$ cat config.mk
export PLATFORM = sky130hd
export DESIGN_NAME = mem_req_port
export DESIGN_NICKNAME = d
export VERILOG_FILES = /design/src/common/mem_net_pkg.sv /design/src/source/mem_req_port.sv
export SDC_FILE = /design/constraint.sdc
export NUM_CORES = 1
export LEC_CHECK = 0
export BUFFER_PORTS_ARGS = -buffer_cell sky130_fd_sc_hd__buf_2
export CORE_MARGIN = 2
export CORE_UTILIZATION = 56
export DETAILED_ROUTE_END_ITERATION = 10
export MAX_ROUTING_LAYER = met4
export PLACE_DENSITY = 0.84
export SYNTH_ARGS = -nofsm -noshare
export SYNTH_HDL_FRONTEND = slang
export SYNTH_SLANG_ARGS = --single-unit
$ cat constraint.sdc
create_clock -name clk -period 3.1 [get_ports clk]
set_input_delay 0.93 -clock clk [delete_from_list [all_inputs] [get_ports clk]]
set_output_delay 0.93 -clock clk [all_outputs]
set_load 0.02 [all_outputs]
$ cat src/common/mem_net_pkg.sv
package mem_net_pkg;

	// Network size
	localparam int NUM_PORTS    = 2;
	localparam int NUM_BANKS    = 2;
	localparam int BANK_WORDS   = 64;
	localparam int PORT_NBITS   = $clog2(NUM_PORTS);
	localparam int BANK_NBITS   = $clog2(NUM_BANKS);
	localparam int WORD_NBITS   = $clog2(BANK_WORDS);

	// Credits and queue depths
	localparam int REQ_CREDITS    = 4;
	localparam int RESP_CREDITS   = 2;
	localparam int BANK_Q_DEPTH   = 2;
	localparam int REQ_PTR_NBITS  = $clog2(REQ_CREDITS);
	localparam int REQ_CNT_NBITS  = $clog2(REQ_CREDITS + 1);
	localparam int BANK_PTR_NBITS = $clog2(BANK_Q_DEPTH);
	localparam int BANK_CNT_NBITS = $clog2(BANK_Q_DEPTH + 1);
	localparam int RESP_CNT_NBITS = $clog2(RESP_CREDITS + 1);

	localparam logic [BANK_CNT_NBITS-1:0] BANK_CRED_INIT = BANK_CNT_NBITS'(BANK_Q_DEPTH);
	localparam logic [RESP_CNT_NBITS-1:0] RESP_CRED_INIT = RESP_CNT_NBITS'(RESP_CREDITS);

	// Message field widths, len of 0 means a full word
	localparam int OPAQUE_NBITS   = 8;
	localparam int ADDR_NBITS     = 32;
	localparam int DATA_NBITS     = 32;
	localparam int TYPE_NBITS     = 3;
	localparam int LEN_NBITS      = 2;
	localparam int BYTES_PER_WORD = DATA_NBITS / 8;
	localparam int OFFSET_NBITS   = $clog2(BYTES_PER_WORD);

	// Request word is type, opaque, addr, len, data from the top down
	localparam int REQ_MSG_NBITS    = TYPE_NBITS + OPAQUE_NBITS + ADDR_NBITS + LEN_NBITS + DATA_NBITS;
	localparam int REQ_CTRL_NBITS   = REQ_MSG_NBITS - DATA_NBITS;
	localparam int REQ_C_ADDR_LSB   = LEN_NBITS;
	localparam int REQ_C_OPAQUE_LSB = LEN_NBITS + ADDR_NBITS;
	localparam int REQ_C_TYPE_LSB   = LEN_NBITS + ADDR_NBITS + OPAQUE_NBITS;

	// Response word is type, opaque, len, data from the top down
	localparam int RESP_MSG_NBITS    = TYPE_NBITS + OPAQUE_NBITS + LEN_NBITS + DATA_NBITS;
	localparam int RESP_CTRL_NBITS   = RESP_MSG_NBITS - DATA_NBITS;
	localparam int RESP_C_OPAQUE_LSB = LEN_NBITS;
	localparam int RESP_C_TYPE_LSB   = LEN_NBITS + OPAQUE_NBITS;

	// Type codes
	localparam logic [TYPE_NBITS-1:0] TYPE_READ  = 3'd0;
	localparam logic [TYPE_NBITS-1:0] TYPE_WRITE = 3'd1;

	// Address map, banks interleave on words
	localparam int BANK_SEL_BIT = 2;
	localparam int WORD_LSB     = 3;

endpackage
$ cat src/source/mem_req_port.sv
`timescale 1ns/1ps

module mem_req_port (
	input  logic                                      clk,
	input  logic                                      rst_n,

	input  logic                                      req_val,
	input  logic [mem_net_pkg::REQ_MSG_NBITS-1:0]     req_msg,
	output logic                                      req_credit,

	input  logic                                      deq,
	output logic                                      head_val,
	output logic [mem_net_pkg::BANK_NBITS-1:0]        head_bank,
	output logic [mem_net_pkg::TYPE_NBITS-1:0]        head_type,
	output logic [mem_net_pkg::OPAQUE_NBITS-1:0]      head_opaque,
	output logic [mem_net_pkg::WORD_NBITS-1:0]        head_word,
	output logic [mem_net_pkg::OFFSET_NBITS-1:0]      head_offset,
	output logic [mem_net_pkg::LEN_NBITS-1:0]         head_len,
	output logic [mem_net_pkg::DATA_NBITS-1:0]        head_data
);

	logic [mem_net_pkg::REQ_MSG_NBITS-1:0]  q_mem [mem_net_pkg::REQ_CREDITS];
	logic [mem_net_pkg::REQ_PTR_NBITS-1:0]  wr_ptr;
	logic [mem_net_pkg::REQ_PTR_NBITS-1:0]  rd_ptr;
	logic [mem_net_pkg::REQ_CNT_NBITS-1:0]  count;

	logic [mem_net_pkg::REQ_MSG_NBITS-1:0]  head_msg;
	logic [mem_net_pkg::REQ_CTRL_NBITS-1:0] head_ctrl;
	logic [mem_net_pkg::ADDR_NBITS-1:0]     head_addr;

	// Queue storage, the core never sends without a credit so no full check
	always_ff @(posedge clk) begin
		if (req_val) begin
			q_mem[wr_ptr] <= req_msg;
		end
	end

	always_ff @(posedge clk or negedge rst_n) begin
		if (!rst_n) begin
			wr_ptr     <= '0;
			rd_ptr     <= '0;
			count      <= '0;
			req_credit <= 1'b0;
		end else begin
			if (req_val) begin
				wr_ptr <= wr_ptr + 1'b1;
			end
			if (deq) begin
				rd_ptr <= rd_ptr + 1'b1;
			end
			if (req_val && !deq) begin
				count <= count + 1'b1;
			end else if (!req_val && deq) begin
				count <= count - 1'b1;
			end
			// One credit back per freed entry
			req_credit <= deq;
		end
	end

	assign head_val = (count != '0);
	assign head_msg = q_mem[rd_ptr];

	// Split off the data, then unpack the control part
	assign head_ctrl = head_msg[mem_net_pkg::REQ_MSG_NBITS-1:mem_net_pkg::DATA_NBITS];
	assign head_data = head_msg[mem_net_pkg::DATA_NBITS-1:0];

	assign head_type   = head_ctrl[mem_net_pkg::REQ_CTRL_NBITS-1:mem_net_pkg::REQ_C_TYPE_LSB];
	assign head_opaque = head_ctrl[mem_net_pkg::REQ_C_TYPE_LSB-1:mem_net_pkg::REQ_C_OPAQUE_LSB];
	assign head_addr   = head_ctrl[mem_net_pkg::REQ_C_OPAQUE_LSB-1:mem_net_pkg::REQ_C_ADDR_LSB];
	assign head_len    = head_ctrl[mem_net_pkg::REQ_C_ADDR_LSB-1:0];

	// Address fields for the bank
	assign head_bank   = head_addr[mem_net_pkg::BANK_SEL_BIT +: mem_net_pkg::BANK_NBITS];
	assign head_word   = head_addr[mem_net_pkg::WORD_LSB +: mem_net_pkg::WORD_NBITS];
	assign head_offset = head_addr[mem_net_pkg::OFFSET_NBITS-1:0];

endmodule

==> out/results.txt <==
TritonRoute pass-1 iters - 4
Final GP Congestion - 0.7041
nets - 542
CP max stage cell - mux4_2
RSZ-0062 raised after global routing - no
Cells after Synth - 316
r2r startpoint - wr_ptr[0]$_DFFE_PN0P_
Worst Tran Pin Value - 506.9 ps
share of the synthesized area in the top cell type - 79.05%
Tot GR Track Use - 18.40%
flop-to-flop setup slack - 1480 ps
status - finished, final reports clean
crit start category - flip-flop
drt wl/cell - 20.64 um
vias in the first global route - 3,967
# H-tree levels - 1
CP Depth - 3
grt ovf - 0
cts repair resizes - 0
post-route ant nets - 0
Synth Flop Type - edfxtp_1
crit path cell chain - buf_4 > mux4_2 > buf_2
most frequent cell after synthesis - edfxtp_1
Vias/cell - 5.658
WS Path Type - flip-flop to output port
number of port buffers - 113
Clock Skew - 19.83 ps
setup TNS - 0 ps
crit path launch - rd_ptr[0]$_DFFE_PN0P_
largest net degree at the start of global routing - 33
Simple-Gate Fraction of Synth Area - 0.5185%
area delta synth->final - 19.03%
pwr dens - 988.9 nW/um2
critical path buffer and inverter count - 2
Via Count - 3,706
Post-synth top cells - edfxtp_1 (216), mux4_2 (54), dfrtp_1 (8), buf_2 (6)
Worst-path clk slew - 60 ps
mux contribution to synthesized area - 14.96%
Post-Place Cell Area - 9032 um2
register bit total from synthesis - 224
Die W - 125.0 um
reg2reg end - q_mem[0][25]$_DFFE_PP_
Initial Util - 56.89%
initial antenna violation count - 1
Max Slew Vio Count - 0
count of cell types in the netlist - 17
family with the most delay on the worst path - multiplexers
Yosys warning count - 0
synthesized area per cell - 25.97 um2
post-synthesis adder-cell area fraction - 1.006%
Reg2Reg Depth - 4
Fin. Hold Viols - 0
sequential area share after synthesis - 81.49%
number of max-cap violations - 0
top post-synthesis cells by area - edfxtp_1 (79%), mux4_2 (15%), dfrtp_1 (2.4%), ha_1 (0.76%), buf_6 (0.69%)
Max clock buf depth - 3
Crit Path Max Fanout - 10
Max-slew headroom - 66.21%
xor and xnor area share after synthesis - 0.6404%
post-detail-place hpwl - 8.273 mm
CTS tree - built
Hold WS - 254.9 ps
layout cell share with drive strength beyond 1 - 47.02%
Post-route DRC - 0
Async SR Flop Fraction - 3.571%
TritonCTS Buffers - 22
Initial DRC Count - 252
Req. time, crit path - 2170 ps
Hold Crit Class - input pin to asynchronous set/reset pin
Overall Power - 9.659 mW
Crit. End Element - output port
post-layout instance area - 9767 um2
number of synthesized flops with an enable pin - 216
FMAX - 0.3508 GHz
Syn Nets - 403
area of the multi-input gates - 1415 um2
number of fill cells - 918
max incr delay on CP - 530 ps
Critical Path Sink - head_data[20]
register area - 6691 um2
Core ar. - 14,420 um2
Tcrit/Tclk final - 91.94%
Worst-Skew Late Latency - 500 ps
die area - 15,640 um2
first-pass GRT wire length - 21.56 mm
mapped cell area - 8205 um2
complex-gate fraction of the synthesized area - 0.06099%
routed wire length - 13.52 mm
CP arrival - 1920 ps
row count - 44
CTS root buf - clkbuf_16
leakage power total - 3.409 nW
largest family of logic cells by synthesized area - multiplexers
Peak VDD IR - 637.1 uV
Clock Sinks - 224
min Tclk post-route - 2850 ps
area leader, netlist - edfxtp_1
Die Span Y - 125.0 um
IO Count - 137
final setup vio count - 0
==> where the power goes <==
part	internal (mW)	switching, mW	total (mW)
sequential	3.97	0.155	4.12
clock	1.55	1.04	2.59
combinational	1.24	1.71	2.95
total	6.76	2.90	9.66
==> how the worst min path moves through the flow <==
| stage | start | endpoint | slack [ps] | cells after the start |
|---|---|---|---|---|
| after global placement | count[2]$_DFFE_PN0P_ | count[2]$_DFFE_PN0P_ | 460 | 1 |
| after detailed placement | count[2]$_DFFE_PN0P_ | count[2]$_DFFE_PN0P_ | 460 | 1 |
| after CTS | rst_n | rd_ptr[1]$_DFFE_PN0P_ | 250 | 1 |
| after floorplan | count[2]$_DFFE_PN0P_ | count[2]$_DFFE_PN0P_ | 440 | 1 |
| after global routing | rst_n | rd_ptr[1]$_DFFE_PN0P_ | 260 | 1 |
| final | rst_n | rd_ptr[1]$_DFFE_PN0P_ | 250 | 1 |
==> layout make-up <==
type / count / share of cell area [%]
Clock inverter: 15 / 1.627
Sequential cell: 224 / 68.51
Multi-Input combinational cell: 76 / 14.49
Timing Repair Buffer: 127 / 7.123
Antenna cell: 1 / 0.02562
Clock buffer: 24 / 5.714
Tap cell: 184 / 2.357
Inverter: 4 / 0.1537
==> cell usage in the layout (no fill, tap or decap) <==
cell type     n
and2_2        4
buf_12        2
buf_2       113
buf_4        12
bufinv_16     3
clkbuf_1      2
clkbuf_16    22
clkinv_1      4
clkinv_2      6
clkinv_8      1
clkinvlp_4    1
dfrtp_1       6
dfrtp_2       1
dfrtp_4       1
diode_2       1
edfxtp_1    216
fa_1          1
ha_1          5
inv_1         4
mux2_2        1
mux4_2       54
nand2_1       2
nor2_1        1
o21ai_0       1
or3_1         1
xnor2_1       2
xor2_1        4
==> stage by stage <==
stage          utilization [%]  setup WS [ps]  instances
6_report                 67.71          249.8        655
3_5_place_dp             62.62          514.8        613
2_1_floorplan                -          469.2        316
3_3_place_gp             62.62          522.7        613
4_1_cts                  67.70          203.8        654
5_1_grt                  67.71          142.8        655
==> worst reg2reg max path, cell delays in order (launching register included) <==
cell     delay, ps
dfrtp_1        420
inv_1          100
ha_1           140
and2_2         140
buf_4          420
==> sequential cells by signal (all words and copies together), names as in the netlist <==
name,cells
req_credit,1
wr_ptr,2
rd_ptr,2
q_mem,216
count,3
==> timing repair <==
action                                  CTS  global route
endpoints found under the setup margin    5             0
hold buffers                              0             0
setup buffers                             2             0
==> cells by family (layout without fill, tap and decap cells) <==
kind of cell,after synthesis,after routing
xor+xnor,6,6
buf+inv,16,170
other cells,0,1
mux,55,55
fa+ha+maj,6,6
flops,224,224
simple gates,8,8
compound gates,1,1
==> routing by layer <==
metal  share of wire [%]  global-route usage (%)  vias up
met3                 5.4                   3.637       27
li1                    -                       -     1627
met5                   0                       -        -
met4                 2.5                   5.556        0
met2                  51                   30.47      115
met1                  41                   23.56     1937
Note: power is estimated with default switching activity, not from simulation.
