`src/common/mem_net_pkg.sv`:
```
package mem_net_pkg;

	// Network size
	localparam int NUM_PORTS    = 2;
	localparam int NUM_BANKS    = 2;
	localparam int BANK_WORDS   = 64;
	localparam int PORT_NBITS   = $clog2(NUM_PORTS);
	localparam int BANK_NBITS   = $clog2(NUM_BANKS);
	localparam int WORD_NBITS   = $clog2(BANK_WORDS);

	// Credits and queue depths
	localparam int REQ_CREDITS    = 4;
	localparam int RESP_CREDITS   = 2;
	localparam int BANK_Q_DEPTH   = 2;
	localparam int REQ_PTR_NBITS  = $clog2(REQ_CREDITS);
	localparam int REQ_CNT_NBITS  = $clog2(REQ_CREDITS + 1);
	localparam int BANK_PTR_NBITS = $clog2(BANK_Q_DEPTH);
	localparam int BANK_CNT_NBITS = $clog2(BANK_Q_DEPTH + 1);
	localparam int RESP_CNT_NBITS = $clog2(RESP_CREDITS + 1);

	localparam logic [BANK_CNT_NBITS-1:0] BANK_CRED_INIT = BANK_CNT_NBITS'(BANK_Q_DEPTH);
	localparam logic [RESP_CNT_NBITS-1:0] RESP_CRED_INIT = RESP_CNT_NBITS'(RESP_CREDITS);

	// Message field widths, len of 0 means a full word
	localparam int OPAQUE_NBITS   = 8;
	localparam int ADDR_NBITS     = 32;
	localparam int DATA_NBITS     = 32;
	localparam int TYPE_NBITS     = 3;
	localparam int LEN_NBITS      = 2;
	localparam int BYTES_PER_WORD = DATA_NBITS / 8;
	localparam int OFFSET_NBITS   = $clog2(BYTES_PER_WORD);

	// Request word is type, opaque, addr, len, data from the top down
	localparam int REQ_MSG_NBITS    = TYPE_NBITS + OPAQUE_NBITS + ADDR_NBITS + LEN_NBITS + DATA_NBITS;
	localparam int REQ_CTRL_NBITS   = REQ_MSG_NBITS - DATA_NBITS;
	localparam int REQ_C_ADDR_LSB   = LEN_NBITS;
	localparam int REQ_C_OPAQUE_LSB = LEN_NBITS + ADDR_NBITS;
	localparam int REQ_C_TYPE_LSB   = LEN_NBITS + ADDR_NBITS + OPAQUE_NBITS;

	// Response word is type, opaque, len, data from the top down
	localparam int RESP_MSG_NBITS    = TYPE_NBITS + OPAQUE_NBITS + LEN_NBITS + DATA_NBITS;
	localparam int RESP_CTRL_NBITS   = RESP_MSG_NBITS - DATA_NBITS;
	localparam int RESP_C_OPAQUE_LSB = LEN_NBITS;
	localparam int RESP_C_TYPE_LSB   = LEN_NBITS + OPAQUE_NBITS;

	// Type codes
	localparam logic [TYPE_NBITS-1:0] TYPE_READ  = 3'd0;
	localparam logic [TYPE_NBITS-1:0] TYPE_WRITE = 3'd1;

	// Address map, banks interleave on words
	localparam int BANK_SEL_BIT = 2;
	localparam int WORD_LSB     = 3;

endpackage
```
`src/source/mem_net_ctrl.sv`:
```
`timescale 1ns/1ps

module mem_net_ctrl (
	input  logic                                   clk,
	input  logic                                   rst_n,

	// Request queue heads
	input  logic [mem_net_pkg::NUM_PORTS-1:0]      head_val,
	input  logic [mem_net_pkg::BANK_NBITS-1:0]     head_bank [mem_net_pkg::NUM_PORTS],
	output logic [mem_net_pkg::NUM_PORTS-1:0]      deq,

	// Bank grants
	output logic [mem_net_pkg::NUM_BANKS-1:0]      bank_req_val,
	output logic [mem_net_pkg::PORT_NBITS-1:0]     bank_port_sel [mem_net_pkg::NUM_BANKS],

	// Bank response queues
	input  logic [mem_net_pkg::NUM_BANKS-1:0]      q_val,
	input  logic [mem_net_pkg::PORT_NBITS-1:0]     q_src [mem_net_pkg::NUM_BANKS],
	input  logic [mem_net_pkg::RESP_MSG_NBITS-1:0] q_msg [mem_net_pkg::NUM_BANKS],
	output logic [mem_net_pkg::NUM_BANKS-1:0]      q_deq,

	// Response channel to the cores
	input  logic [mem_net_pkg::NUM_PORTS-1:0]      resp_credit,
	output logic [mem_net_pkg::NUM_PORTS-1:0]      resp_val,
	output logic [mem_net_pkg::RESP_MSG_NBITS-1:0] resp_msg [mem_net_pkg::NUM_PORTS]
);

	logic [mem_net_pkg::BANK_CNT_NBITS-1:0] bank_cred [mem_net_pkg::NUM_BANKS];
	logic [mem_net_pkg::PORT_NBITS-1:0]     rr_req    [mem_net_pkg::NUM_BANKS];
	logic [mem_net_pkg::NUM_BANKS-1:0]      req_any;

	logic [mem_net_pkg::RESP_CNT_NBITS-1:0] resp_cred [mem_net_pkg::NUM_PORTS];
	logic [mem_net_pkg::BANK_NBITS-1:0]     rr_resp   [mem_net_pkg::NUM_PORTS];
	logic [mem_net_pkg::BANK_NBITS-1:0]     resp_pick [mem_net_pkg::NUM_PORTS];
	logic [mem_net_pkg::NUM_PORTS-1:0]      resp_any;
	logic [mem_net_pkg::NUM_PORTS-1:0]      resp_fire;

	// Per bank, first head aimed at it starting from the round-robin pointer
	always_comb begin
		logic [mem_net_pkg::PORT_NBITS-1:0] idx;
		for (int b = 0; b < mem_net_pkg::NUM_BANKS; b++) begin
			req_any[b]       = 1'b0;
			bank_port_sel[b] = rr_req[b];
			for (int i = 0; i < mem_net_pkg::NUM_PORTS; i++) begin
				idx = rr_req[b] + i[mem_net_pkg::PORT_NBITS-1:0];
				if (!req_any[b] && head_val[idx] &&
				    head_bank[idx] == b[mem_net_pkg::BANK_NBITS-1:0]) begin
					req_any[b]       = 1'b1;
					bank_port_sel[b] = idx;
				end
			end
			bank_req_val[b] = req_any[b] && (bank_cred[b] != '0);
		end
	end

	// Pop the granted head in the same cycle
	always_comb begin
		deq = '0;
		for (int b = 0; b < mem_net_pkg::NUM_BANKS; b++) begin
			if (bank_req_val[b]) begin
				deq[bank_port_sel[b]] = 1'b1;
			end
		end
	end

	// Per port, first bank queue head sourced for it
	always_comb begin
		logic [mem_net_pkg::BANK_NBITS-1:0] idx;
		for (int p = 0; p < mem_net_pkg::NUM_PORTS; p++) begin
			resp_any[p]  = 1'b0;
			resp_pick[p] = rr_resp[p];
			for (int i = 0; i < mem_net_pkg::NUM_BANKS; i++) begin
				idx = rr_resp[p] + i[mem_net_pkg::BANK_NBITS-1:0];
				if (!resp_any[p] && q_val[idx] &&
				    q_src[idx] == p[mem_net_pkg::PORT_NBITS-1:0]) begin
					resp_any[p]  = 1'b1;
					resp_pick[p] = idx;
				end
			end
			resp_fire[p] = resp_any[p] && (resp_cred[p] != '0);
		end
	end

	always_comb begin
		q_deq = '0;
		for (int p = 0; p < mem_net_pkg::NUM_PORTS; p++) begin
			if (resp_fire[p]) begin
				q_deq[resp_pick[p]] = 1'b1;
			end
		end
	end

	// Credit counters, pointers and the registered response valid
	always_ff @(posedge clk or negedge rst_n) begin
		if (!rst_n) begin
			for (int b = 0; b < mem_net_pkg::NUM_BANKS; b++) begin
				bank_cred[b] <= mem_net_pkg::BANK_CRED_INIT;
				rr_req[b]    <= '0;
			end
			for (int p = 0; p < mem_net_pkg::NUM_PORTS; p++) begin
				resp_cred[p] <= mem_net_pkg::RESP_CRED_INIT;
				rr_resp[p]   <= '0;
			end
			resp_val <= '0;
		end else begin
			for (int b = 0; b < mem_net_pkg::NUM_BANKS; b++) begin
				// A bank queue pop gives the slot back
				if (bank_req_val[b] && !q_deq[b]) begin
					bank_cred[b] <= bank_cred[b] - 1'b1;
				end else if (!bank_req_val[b] && q_deq[b]) begin
					bank_cred[b] <= bank_cred[b] + 1'b1;
				end
				if (bank_req_val[b]) begin
					rr_req[b] <= bank_port_sel[b] + 1'b1;
				end
			end
			for (int p = 0; p < mem_net_pkg::NUM_PORTS; p++) begin
				if (resp_fire[p] && !resp_credit[p]) begin
					resp_cred[p] <= resp_cred[p] - 1'b1;
				end else if (!resp_fire[p] && resp_credit[p]) begin
					resp_cred[p] <= resp_cred[p] + 1'b1;
				end
				if (resp_fire[p]) begin
					rr_resp[p] <= resp_pick[p] + 1'b1;
				end
			end
			resp_val <= resp_fire;
		end
	end

	// Response payload
	always_ff @(posedge clk) begin
		for (int p = 0; p < mem_net_pkg::NUM_PORTS; p++) begin
			if (resp_fire[p]) begin
				resp_msg[p] <= q_msg[resp_pick[p]];
			end
		end
	end

endmodule

```
`config.mk`:
```
export PLATFORM = sky130hd
export DESIGN_NAME = mem_net_ctrl
export DESIGN_NICKNAME = d
export VERILOG_FILES = /design/src/common/mem_net_pkg.sv /design/src/source/mem_net_ctrl.sv
export SDC_FILE = /design/constraint.sdc
export NUM_CORES = 1
export LEC_CHECK = 0
export BUFFER_PORTS_ARGS = -buffer_cell sky130_fd_sc_hd__buf_2
export CAP_MARGIN = 25
export CORE_ASPECT_RATIO = 0.6
export CORE_MARGIN = 3
export CORE_UTILIZATION = 40
export CTS_CLUSTER_SIZE = 14
export DETAILED_ROUTE_END_ITERATION = 16
export PLACE_DENSITY = 0.72
export SETUP_SLACK_MARGIN = 0.15
export SLEW_MARGIN = 40
export SYNTH_ARGS = -nofsm -noshare
export SYNTH_HDL_FRONTEND = slang
export SYNTH_SLANG_ARGS = --single-unit
export TNS_END_PERCENT = 50
```
`constraint.sdc`:
```
create_clock -name clk -period 3.74 [get_ports clk]
set_clock_uncertainty 0.15 [all_clocks]
set_input_delay 0.374 -clock clk [delete_from_list [all_inputs] [get_ports clk]]
set_output_delay 0.374 -clock clk [all_outputs]
set_load 0.005 [all_outputs]
```
==> run summary, run 1 <==
Counting cells, the worst reg-to-reg path comes to 3. The number of warnings printed during yosys synthesis is 0. For this run, the leading register cell type out of synthesis is edfxtp_1. The final layout contains 593 nets. TritonCTS built the clock tree. The die extent in x came out at 149 um. The clock slew at the register clock pins of the worst setup and hold paths came out at 0.07 ns.

The via-per-instance ratio came out at 4.90. The mean cell area of the mapped netlist is 17.6 um2. The detail-routed net length per standard cell is 17.7 um. The global-route wire length before repair is 17800 um. The highest net fanout along the worst path came out at 26.

The slew at the pin closest to its max-slew limit is 0.780 ns. The number of distinct library cell variants in the gate-level netlist after synthesis is 42. The post-synth net total came out at 384. The critical path ends at resp_msg[66]$_DFFE_PN_. From bottom edge to top edge, the die measures 91.6 um. STA classifies the critical path endpoint as a flop.

The number of max-slew violations in the final report is 0. The worst register-to-register path ends at resp_msg[66]$_DFFE_PN_. The global-route congestion overflow total came out at 0.

Routability-driven placement finished with a final weighted congestion of 0.819. The via count is 3197. The area share of the largest cell type after synthesis came out at 55.4%.

The synthesized design contains 90 enable-type register cells. The root cell of the clock tree is clkbuf_16. The combinational share of power came out at 33.1%. The setup fix buffers added after clock tree synthesis is 0. The run finished with clean final reports. The design area is 6340 um2. The highest clock frequency the design can meet came out at 447 MHz. The number of antenna diodes in the final layout is 0. The count of antenna-violating nets left after detailed routing is 0.

The remaining max-slew budget at the tightest pin is 47.9%. The clock period could shrink to 2.24 ns. The initial antenna violation count came out at 1. The worst path required time is 3.60 ns. Pin placement for this block handled 202 I/O pins. The clock net in this run drives a total of 104 sinks. Counting flops and latches in the post-synthesis netlist gives 104. The internal power is 2.95 mW. The H-tree depth came out at 3. Before antenna repair, the detailed router went through 4 iterations.

The number of hold violations in the final report is 0. The floorplan step defined a die boundary enclosing 13600 um2. The total net switching power came out at 1.23 mW. The ratio of cells with drive above 1 in the final layout came out at 66.1%. The estimated wirelength of the detail-placed design is 8690 um. The post-route total power is 4.19 mW. The floorplan has 30 rows.

The arrival time reported for the critical path endpoint came out at 2.09 ns. The growth of design area from synthesis to finish is 29.9%. The starting DRC count in detailed routing came out at 128. The synthesized instance count is 278. The total routing resource utilization after global routing came out at 16.7%. In the synthesized netlist the async set-or-reset flop fraction comes to 13.5%. The largest area contributor in the netlist is edfxtp_1. Net switching is 29.4% of the power. By area the synthesized netlist is led by edfxtp_1 (55%), mux2_4 (12%), mux2_2 (12%). Sorting the synthesized cells by how often they occur yields edfxtp_1 (90), mux2_2 (50), mux2_4 (40), dfrtp_1 (10), nor2_1 (9). The pin count of the biggest net entering global routing came out at 27. The later-pin clock latency in the skew report came out at 0.34 ns. The worst setup slack for register-to-register paths came out at 1.50 ns. Summed over all failing endpoints, the final setup total negative slack is 0 ns. The number of global-route vias before repair is 3352. The part of the cycle the worst path needs is 59.8%. The number of buffers inserted during clock tree synthesis is 9. The power share of the sequential group came out at 44.1%. The number of remaining DRC errors came out at 0. Setup repair after global routing left no endpoint under its margin. The number of setup violations in the final report came out at 0. The effective utilization at floorplan came out at 42.1%.

The source of the worst register-to-register timing path is resp_cred[3]$_DFFE_PN1P_. The maximum VDD drop came out at 270 uV. The cell area after placement is 6030 um2. The mapped netlist covers 4880 um2. The longest clock path from root to sink contains 2 buffers. The clock network accounts for 22.9% of the total power. The total wire length came out at 11500 um. In the post-synthesis netlist, the cell with the most instances is edfxtp_1. The utilization of the core after routing came out at 54.7%. Power spread over the standard cell area amounts to 660 nW/um2. The worst hold path class is input port to flop.

The sequential fraction of the synthesis area came out at 62.6%. Tracing the worst setup path back leads to its startpoint at resp_cred[3]$_DFFE_PN1P_. Across the run, the number of max-cap violations was 0.

The static leakage power came out at 2.75 nW. By startpoint and endpoint, the worst setup path is classified as flop to flop. The port buffer count is 201. The core outline area came out at 11600 um2.

The kind of start point of the critical path is a flop.
## timing repair
| item | 4_1_cts | 5_1_grt |
|---|---|---|
| endpoints found under the hold margin | 10 | 0 |
| gates resized for setup | 0 | 0 |
| hold buffers | 1 | 0 |
| setup endpoints to repair | 0 | 0 |
## power groups by stage
| stage | sequential (mW) | clock (mW) | combinational [mW] |
|---|---|---|---|
| 6_report | 1.84 | 0.957 | 1.39 |
| 5_1_grt | 1.88 | 1.04 | 1.51 |
| 4_1_cts | 1.85 | 0.980 | 1.41 |
| 3_5_place_dp | 1.87 | 0 | 1.40 |
| 3_3_place_gp | 1.86 | 0 | 1.37 |
| 2_1_floorplan | 1.89 | 0 | 0.924 |
## flip-flops by register name (all words and copies together), names as in the netlist
name and count:
resp_msg 90, resp_val 2, resp_cred 4, bank_cred 4
rr_req 2, rr_resp 2
## worst min path at each step
| stage | from | endpoint | cells past startpoint |
|---|---|---|---|
| after detailed placement | rst_n | bank_cred[2]$_DFFE_PN0P_ | 1 |
| after floorplan | rst_n | bank_cred[0]$_DFFE_PN0P_ | 0 |
| final | q_msg[50] | resp_msg[50]$_DFFE_PN_ | 2 |
| after global routing | q_msg[15] | resp_msg[60]$_DFFE_PN_ | 2 |
| after CTS | q_msg[50] | resp_msg[50]$_DFFE_PN_ | 2 |
| after global placement | rst_n | rr_req[0]$_DFFE_PN0N_ | 1 |
## cell usage in the layout (no fill, tap or decap), types with 2 or more instances in the layout
cell type,instances
a21o_2,2
a21oi_1,2
a21oi_4,2
buf_2,201
buf_4,5
clkbuf_16,9
clkinvlp_4,2
dfrtp_1,10
dfstp_2,4
edfxtp_1,90
ha_1,4
inv_1,2
inv_8,2
mux2_2,50
mux2_4,40
nand2_1,7
nand2b_1,2
nor2_1,9
nor2b_1,2
o21ai_0,5
o31ai_1,3
o32ai_1,2
xnor2_1,8
xor2_1,4
## worst max-delay path, cell delays in order (launching register included)
cell     delay (ns)
dfstp_2        0.54
nor2_1         0.11
a21oi_4        0.63
buf_4          0.45
## final cells by class
| class | count | area (um2) |
|---|---|---|
| fill | 978 | 5260 |
| sequential | 104 | 3060 |
| multi-input combinational | 162 | 1700 |
| timing repair buffer | 208 | 1070 |
| clock buffer | 9 | 225 |
| tap | 160 | 200 |
| clock inverter | 7 | 80.1 |
| inverter | 2 | 7.51 |
## per-stage QoR
step,instances,hold WS [ns],setup WS [ns]
2_1_floorplan,278,-0.0716,0.855
3_3_place_gp,635,0.142,1.34
3_5_place_dp,635,0.146,1.27
4_1_cts,652,0.182,1.46
5_1_grt,652,0.182,1.37
6_report,652,0.194,1.50
## cells by family after synthesis
| family | count (synthesis) | share of synthesized area (%) |
|---|---|---|
| flip-flops | 104 | 62.6 |
| multiplexers | 91 | 24.0 |
| AND/OR/NAND/NOR | 31 | 3.54 |
| AO/OA/AOI/OAI | 22 | 3.08 |
| XOR/XNOR | 12 | 2.15 |
| buffers and inverters | 12 | 3.10 |
| adder cells (fa/ha/maj) | 6 | 1.46 |
## routing by layer
metal	global-route usage, %	up-vias	share of wire (%)
met5	0	-	0.11
met4	3.77	2	0.76
met3	6.68	11	10
met2	28.0	140	48
met1	20.3	1556	41
li1	-	1488	-
(Power assumes the default switching activity.)
==> run 2: changes to the inputs <==
Clock period 3.74 ns to 1.9 ns, I/O delays scaled along.
==> run summary, run 2 (same netlist as run 1, synthesis figures left out) <==
The final hold slack came out at 0.0120 ns (-0.182 ns). The die height is 91.6 um (unchanged). The later-pin clock latency in the skew report came to 0.34 ns (about the same). The last weighted congestion value of the routability-driven placer came to 0.859 (+5.0%). The number of detailed-routing iterations run before antenna repair came out at 6 (+2). The starting DRC count in detailed routing is 169 (+32%). The worst hold path depth is 2 (unchanged).

The pre-CTS worst setup slack is -0.0379 ns (-1.31 ns). The H-tree depth came out at 3 (unchanged). The hold path endpoint is resp_msg[56]$_DFFE_PN_. The arrival time reported for the critical path endpoint is 1.83 ns (-0.26 ns). The static leakage power is 3.01 nW (+9.4%).

The worst setup slack for register-to-register paths is 0.02 ns (-1.49 ns). In this run the worst hold path is classified as input port to flop. The estimated wirelength of the detail-placed design came out at 8660 um (-0.39%). The global-route congestion overflow total is 0 (unchanged). The remaining max-slew budget at the tightest pin was 78.1% (+30 points). The number of sinks on the clock net is 104 (unchanged). The detail-routed net length per standard cell is 18.0 um (+1.5%). In this run the critical register-to-register path is launched from rr_resp[1]$_DFFE_PN0N_.

Setup repair after global routing could not meet its margin everywhere. The post-layout worst setup margin came out at 0.0170 ns (-1.49 ns). The initial antenna violation count is 0 (-1). The number of max-capacitance violations reported came out at 0 (unchanged).

The highest net fanout along the worst path came out at 8 (-69%). The die outline area came out at 13600 um2 (unchanged). The worst register-to-register path ends at resp_msg[46]$_DFFE_PN_.

The via count came out at 3332 (+4.2%). The number of primary I/O pins came out at 202 (unchanged). The growth of design area from synthesis to finish came out at 44.2%. The number of max-slew violations in the final report is 0 (unchanged).

The number of remaining DRC errors came out at 0 (unchanged). The CTS tree is built. The total routing resource utilization after global routing is 17.4% (+0.70 points). The design area came out at 7040 um2 (+11%). The total wire length is 12500 um (+8.4%). The slew at the pin closest to its max-slew limit came to 0.328 ns (-0.452 ns). The ratio of cells with drive above 1 in the final layout came out at 66.6% (+0.55 points). The deepest clock path buffer count is 2 (unchanged). The launch instance of the worst min-delay path is q_msg[11].

By startpoint and endpoint, the worst setup path is classified as flop to flop. The number of diodes added for antenna fixing is 0 (unchanged). The count of fill cells added during filler insertion was 891 (-8.9%).

The pin count of the biggest net entering global routing is 30 (+11%). The number of hold violations in the final report is 0 (unchanged). The number of flip-flops under the largest register name came out at 90 (unchanged). The worst path required time came out at 1.84 ns (-1.76 ns).

The clock period minus worst slack is 1.88 ns (-0.352 ns). The number of buffers inserted during clock tree synthesis is 9 (unchanged). The effective utilization at floorplan came out at 42.1% (unchanged). The clock slew at the register clock pins of the worst setup and hold paths is 0.07 ns (about the same).

The number of nets in the layout is 637 (+7.4%). The via-per-instance ratio came out at 4.79 (-2.4%). The library cell used most frequently in the layout, excluding fill and tap cells, is buf_2. The highest clock frequency the design can meet was 531 MHz (+19%). The number of core rows is 30 (unchanged). The worst-case reg-to-reg path depth came out at 4 (+1). The element type at the critical path end is a flop. The part of the cycle the worst path needs came to 99.1% (+39 points). The port buffer count was 201 (unchanged). The maximum VDD drop was 462 uV (+71%). The cell area after placement is 6160 um2 (+2.2%). The most critical setup path has its startpoint at rr_resp[1]$_DFFE_PN0N_.

The global-route wire length before repair came out at 18300 um (+3.1%). The cell sitting at the root of the clock tree is a clkbuf_16. The largest registers in the layout are resp_msg x90, bank_cred x4, resp_cred x4. The run finished with clean final reports.

Leaving out fill and tap cells, the most frequent cells in the layout are buf_2 (201), edfxtp_1 (90), mux2_2 (50). The number of setup violations in the final report is 0 (unchanged). The total power density per cell area came out at 1290 nW/um2 (+95%). Ranked by flip-flop count, first place goes to resp_msg.

The core outline area came to 11600 um2 (unchanged). The post-route total power is 9.05 mW (+120%). The worst setup path is launched from a flop.

The number of global-route vias before repair is 3532 (+5.4%). The die extent in x came out at 149 um (unchanged). The count of antenna-violating nets left after detailed routing came out at 0 (unchanged).
run 2: changes by cell type in the layout (fill, tap and decap cells not counted), sizes merged:
cell,before,now
clkinvlp,2,1
clkinv,2,1
inv,4,3
dlygate4sd3,1,30
bufinv,1,2
clkbuf,9,15
buf,207,218
run 2: metal layers:
layer	global-route usage (%)	up-vias	share of wire, %
li1	-	1576	-
met1	20.8	1607	42
met2	29.1	140	47
met5	0	-	0
met3	7.53	9	10
met4	4.07	0	0.78
run 2: what timing repair did:
| action | 4_1_cts | 5_1_grt |
|---|---|---|
| hold endpoints to repair | 36 | 2 |
| setup buffers | 3 | 4 |
| gates cloned | 0 | 4 |
| resized for setup | 2 | 20 |
| endpoints found under the setup margin | 7 | 120 |
| pin swaps | 1 | 12 |
| hold buffers | 28 | 2 |
run 2: power breakdown:
group | switching [mW] | total, mW | internal, mW
sequential | 0.313 | 3.67 | 3.36
clock | 0.798 | 1.95 | 1.16
combinational | 1.50 | 3.42 | 1.92
total | 2.61 | 9.05 | 6.44
run 2: area by class of cell:
cell class	count	area, um2	share of cell area, %
Sequential cell	104	3060	43.5
Multi-Input combinational cell	162	1840	26.1
Timing Repair Buffer	252	1620	23.0
Inverter	2	7.51	0.107
Clock buffer	11	233	3.31
Tap cell	160	200	2.84
Clock inverter	5	80.1	1.14
run 2: per-stage QoR:
stage               util, %  instances  setup TNS, ns
finish                 60.7        696              0
global route           60.7        696         -0.142
CTS                    58.5        686              0
detailed placement     53.1        639        -0.0379
global placement       53.1        639              0
floorplan                 -        278          -7.59
run 2: worst max path at each step:
stage          slack (ns)                  endpoint
2_1_floorplan       -0.32  resp_cred[1]$_DFFE_PN1P_
3_3_place_gp         0.09  bank_cred[3]$_DFFE_PN1P_
3_5_place_dp        -0.04  bank_cred[3]$_DFFE_PN1P_
4_1_cts              0.04  bank_cred[3]$_DFFE_PN1P_
5_1_grt             -0.05                    deq[0]
6_report             0.02    resp_msg[46]$_DFFE_PN_
run 2: worst max-delay path, stage by stage (launching register included):
cell,delay [ns]
dfrtp_2,0.43
buf_6,0.13
maj3_4,0.42
clkbuf_16,0.21
mux2_4,0.29
==> run 3: changes to the inputs <==
Settings changed: CORE_ASPECT_RATIO 0.6 to 1.5, CTS_CLUSTER_DIAMETER from default to 120.
==> run summary, run 3 (same netlist as run 1, synthesis figures left out) <==
The run finished with clean final reports. The worst hold path belongs to the class input port to flop. The tree is rooted in a clkbuf_16. The static leakage power came out at 3.09 nW (+2.8%).

The core outline area came to 11700 um2 (+0.97%). The slew at the pin closest to its max-slew limit is 0.337 ns (+0.00839 ns). The count of antenna-violating nets left after detailed routing came out at 0 (unchanged). The number of hold violations in the final report came out at 0 (unchanged).

The highest clock frequency the design can meet came to 537 MHz (+1.1%). The effective utilization at floorplan is 41.7% (-0.40 points). The global-route wire length before repair is 17700 um (-3.7%). The deepest clock path buffer count is 2 (unchanged). The number of primary I/O pins is 202 (unchanged). The remaining max-slew budget at the tightest pin came out at 77.6% (-0.56 points). The port buffer count came out at 201 (unchanged). The number of core rows was 48 (+60%). In the layout the commonest cells are buf_2 (200), edfxtp_1 (90), mux2_4 (85).

The die outline area came out at 13600 um2 (-0.11%). The H-tree depth is 3 (unchanged). Setup repair after global routing could not meet its margin everywhere. The growth of design area from synthesis to finish came out at 41.6%. The number of detailed-routing iterations run before antenna repair came out at 4 (-2).

The die extent in x is 96.2 um (-35%). The number of remaining DRC errors came out at 0 (unchanged). The part of the cycle the worst path needs came out at 98.0% (-1.1 points). The worst path required time is 1.56 ns (-0.28 ns). The via count is 3298 (-1.0%).

The worst setup path is captured at an output port. The die height is 141 um (+54%). The largest registers in the layout are resp_msg x90, bank_cred x4, resp_cred x4.

The via-per-instance ratio is 4.97 (+3.7%). The total wire length came out at 12400 um (-0.86%). The utilization of the core after routing is 59.0% (-1.7 points). The initial antenna violation count was 1 (+1).

The ratio of cells with drive above 1 in the final layout came out at 68.4% (+1.8 points). The CTS tree is built. The arrival time reported for the critical path endpoint is 1.52 ns (-0.31 ns). The global-route congestion overflow total came out at 0 (unchanged). The maximum VDD drop is 900 uV (+95%).

The number of max-capacitance violations reported was 0 (unchanged). The pin count of the biggest net entering global routing came out at 26 (-13%). Leaving out fill and tap cells, the most frequent cell in the layout is buf_2. The number of flip-flops under the largest register name came out at 90 (unchanged). The register with the most flip-flops in the final layout is resp_msg. The starting DRC count in detailed routing came out at 66 (-61%).

The number of nets in the layout is 615 (-3.5%). The total routing resource utilization after global routing came out at 17.2% (-0.21 points). The number of max-slew violations in the final report came out at 0 (unchanged). The clock period minus worst slack is 1.86 ns (-0.0211 ns). The sum of negative setup slack is 0 ns (unchanged). The worst setup path category is flop to output port. The detail-routed net length per standard cell came out at 18.7 um (+3.9%). The number of buffers inserted during clock tree synthesis is 9 (unchanged). The total power density per cell area is 1290 nW/um2 (+0.42%).

The number of setup violations in the final report came to 0 (unchanged). The final hold slack is 0.0149 ns (+0.00292 ns). The number of sinks on the clock net is 104 (unchanged). The number of global-route vias before repair came to 3444 (-2.5%). The highest net fanout along the worst path is 3 (-5). The estimated wirelength of the detail-placed design came out at 8450 um (-2.4%). The clock slew at the register clock pins of the worst setup and hold paths came out at 0.07 ns (about the same).

The later-pin clock latency in the skew report came out at 0.33 ns (about the same). The last weighted congestion value of the routability-driven placer is 0.840 (-2.3%). STA classifies the critical path startpoint as a flop.
==> run 3: cell count changes in the layout (fill, tap and decap cells not counted), moves of 3 or more <==
cell / previous run / this run
dlygate4sd3_1: 30 / 11
mux2_2: 50 / 5
buf_4: 8 / 5
clkinv_4: 0 / 3
mux2_4: 40 / 85
==> run 3: timing repair <==
action | in CTS | in global routing
setup buffers | 4 | 1
endpoints found under the setup margin | 33 | 68
resized for setup | 6 | 57
endpoints found under the hold margin | 20 | 1
hold buffers | 10 | 1
cloned | 1 | 3
pin swaps | 11 | 9
==> run 3: metrics by stage <==
step / cell area (um2) / worst slack, ns / total power [mW] / std cells
global placement: 6160 / 0.0374 / 6.56 / 628
finish: 6910 / 0.0381 / 8.92 / 664
CTS: 6630 / 0.0378 / 8.61 / 658
global route: 6910 / -0.0586 / 9.42 / 664
detailed placement: 6160 / -0.00573 / 6.65 / 628
floorplan: 4940 / -0.324 / 5.59 / 278
==> run 3: critical path: stages, from the launching register on <==
cell,delay (ns)
dfstp_2,0.54
o211ai_1,0.14
o22a_1,0.20
a31oi_1,0.16
buf_2,0.14
==> run 3: layout make-up <==
class | count | area, um2
Fill cell | 945 | 4800
Sequential cell | 104 | 3060
Tap cell | 150 | 188
Clock buffer | 9 | 225
Multi-Input combinational cell | 162 | 1960
Inverter | 2 | 7.51
Clock inverter | 6 | 53.8
Timing Repair Buffer | 230 | 1420
Antenna cell | 1 | 2.50
==> run 3: power by group <==
part           switching, mW  internal, mW
Combinational           1.54          1.99
Clock                  0.851         0.903
Sequential             0.285          3.35
==> run 3: path summary, 6_finish.rpt <==
check	start	end	slack [ns]	depth (start not counted)
worst min register to register	bank_cred[3]$_DFFE_PN1P_	bank_cred[3]$_DFFE_PN1P_	0.38	1
worst max-delay path	bank_cred[1]$_DFFE_PN1P_	deq[0]	0.04	4
worst min-delay path	q_msg[59]	resp_msg[14]$_DFFE_PN_	0.01	2
worst max register to register	resp_cred[3]$_DFFE_PN1P_	bank_cred[1]$_DFFE_PN1P_	0.10	6
min in group asynchronous	rst_n	resp_cred[0]$_DFFE_PN0P_	0.13	2
max in group asynchronous	rst_n	bank_cred[3]$_DFFE_PN1P_	1.16	2
==> run 3: routing by layer <==
| layer | global-route usage [%] | part of all wire (%) | up-vias |
|---|---|---|---|
| met2 | 30.8 | 54 | 139 |
| met4 | 5.70 | 2.2 | 0 |
| met5 | 0 | 0 | - |
| met1 | 19.2 | 37 | 1615 |
| met3 | 4.62 | 7.2 | 18 |
| li1 | - | - | 1526 |
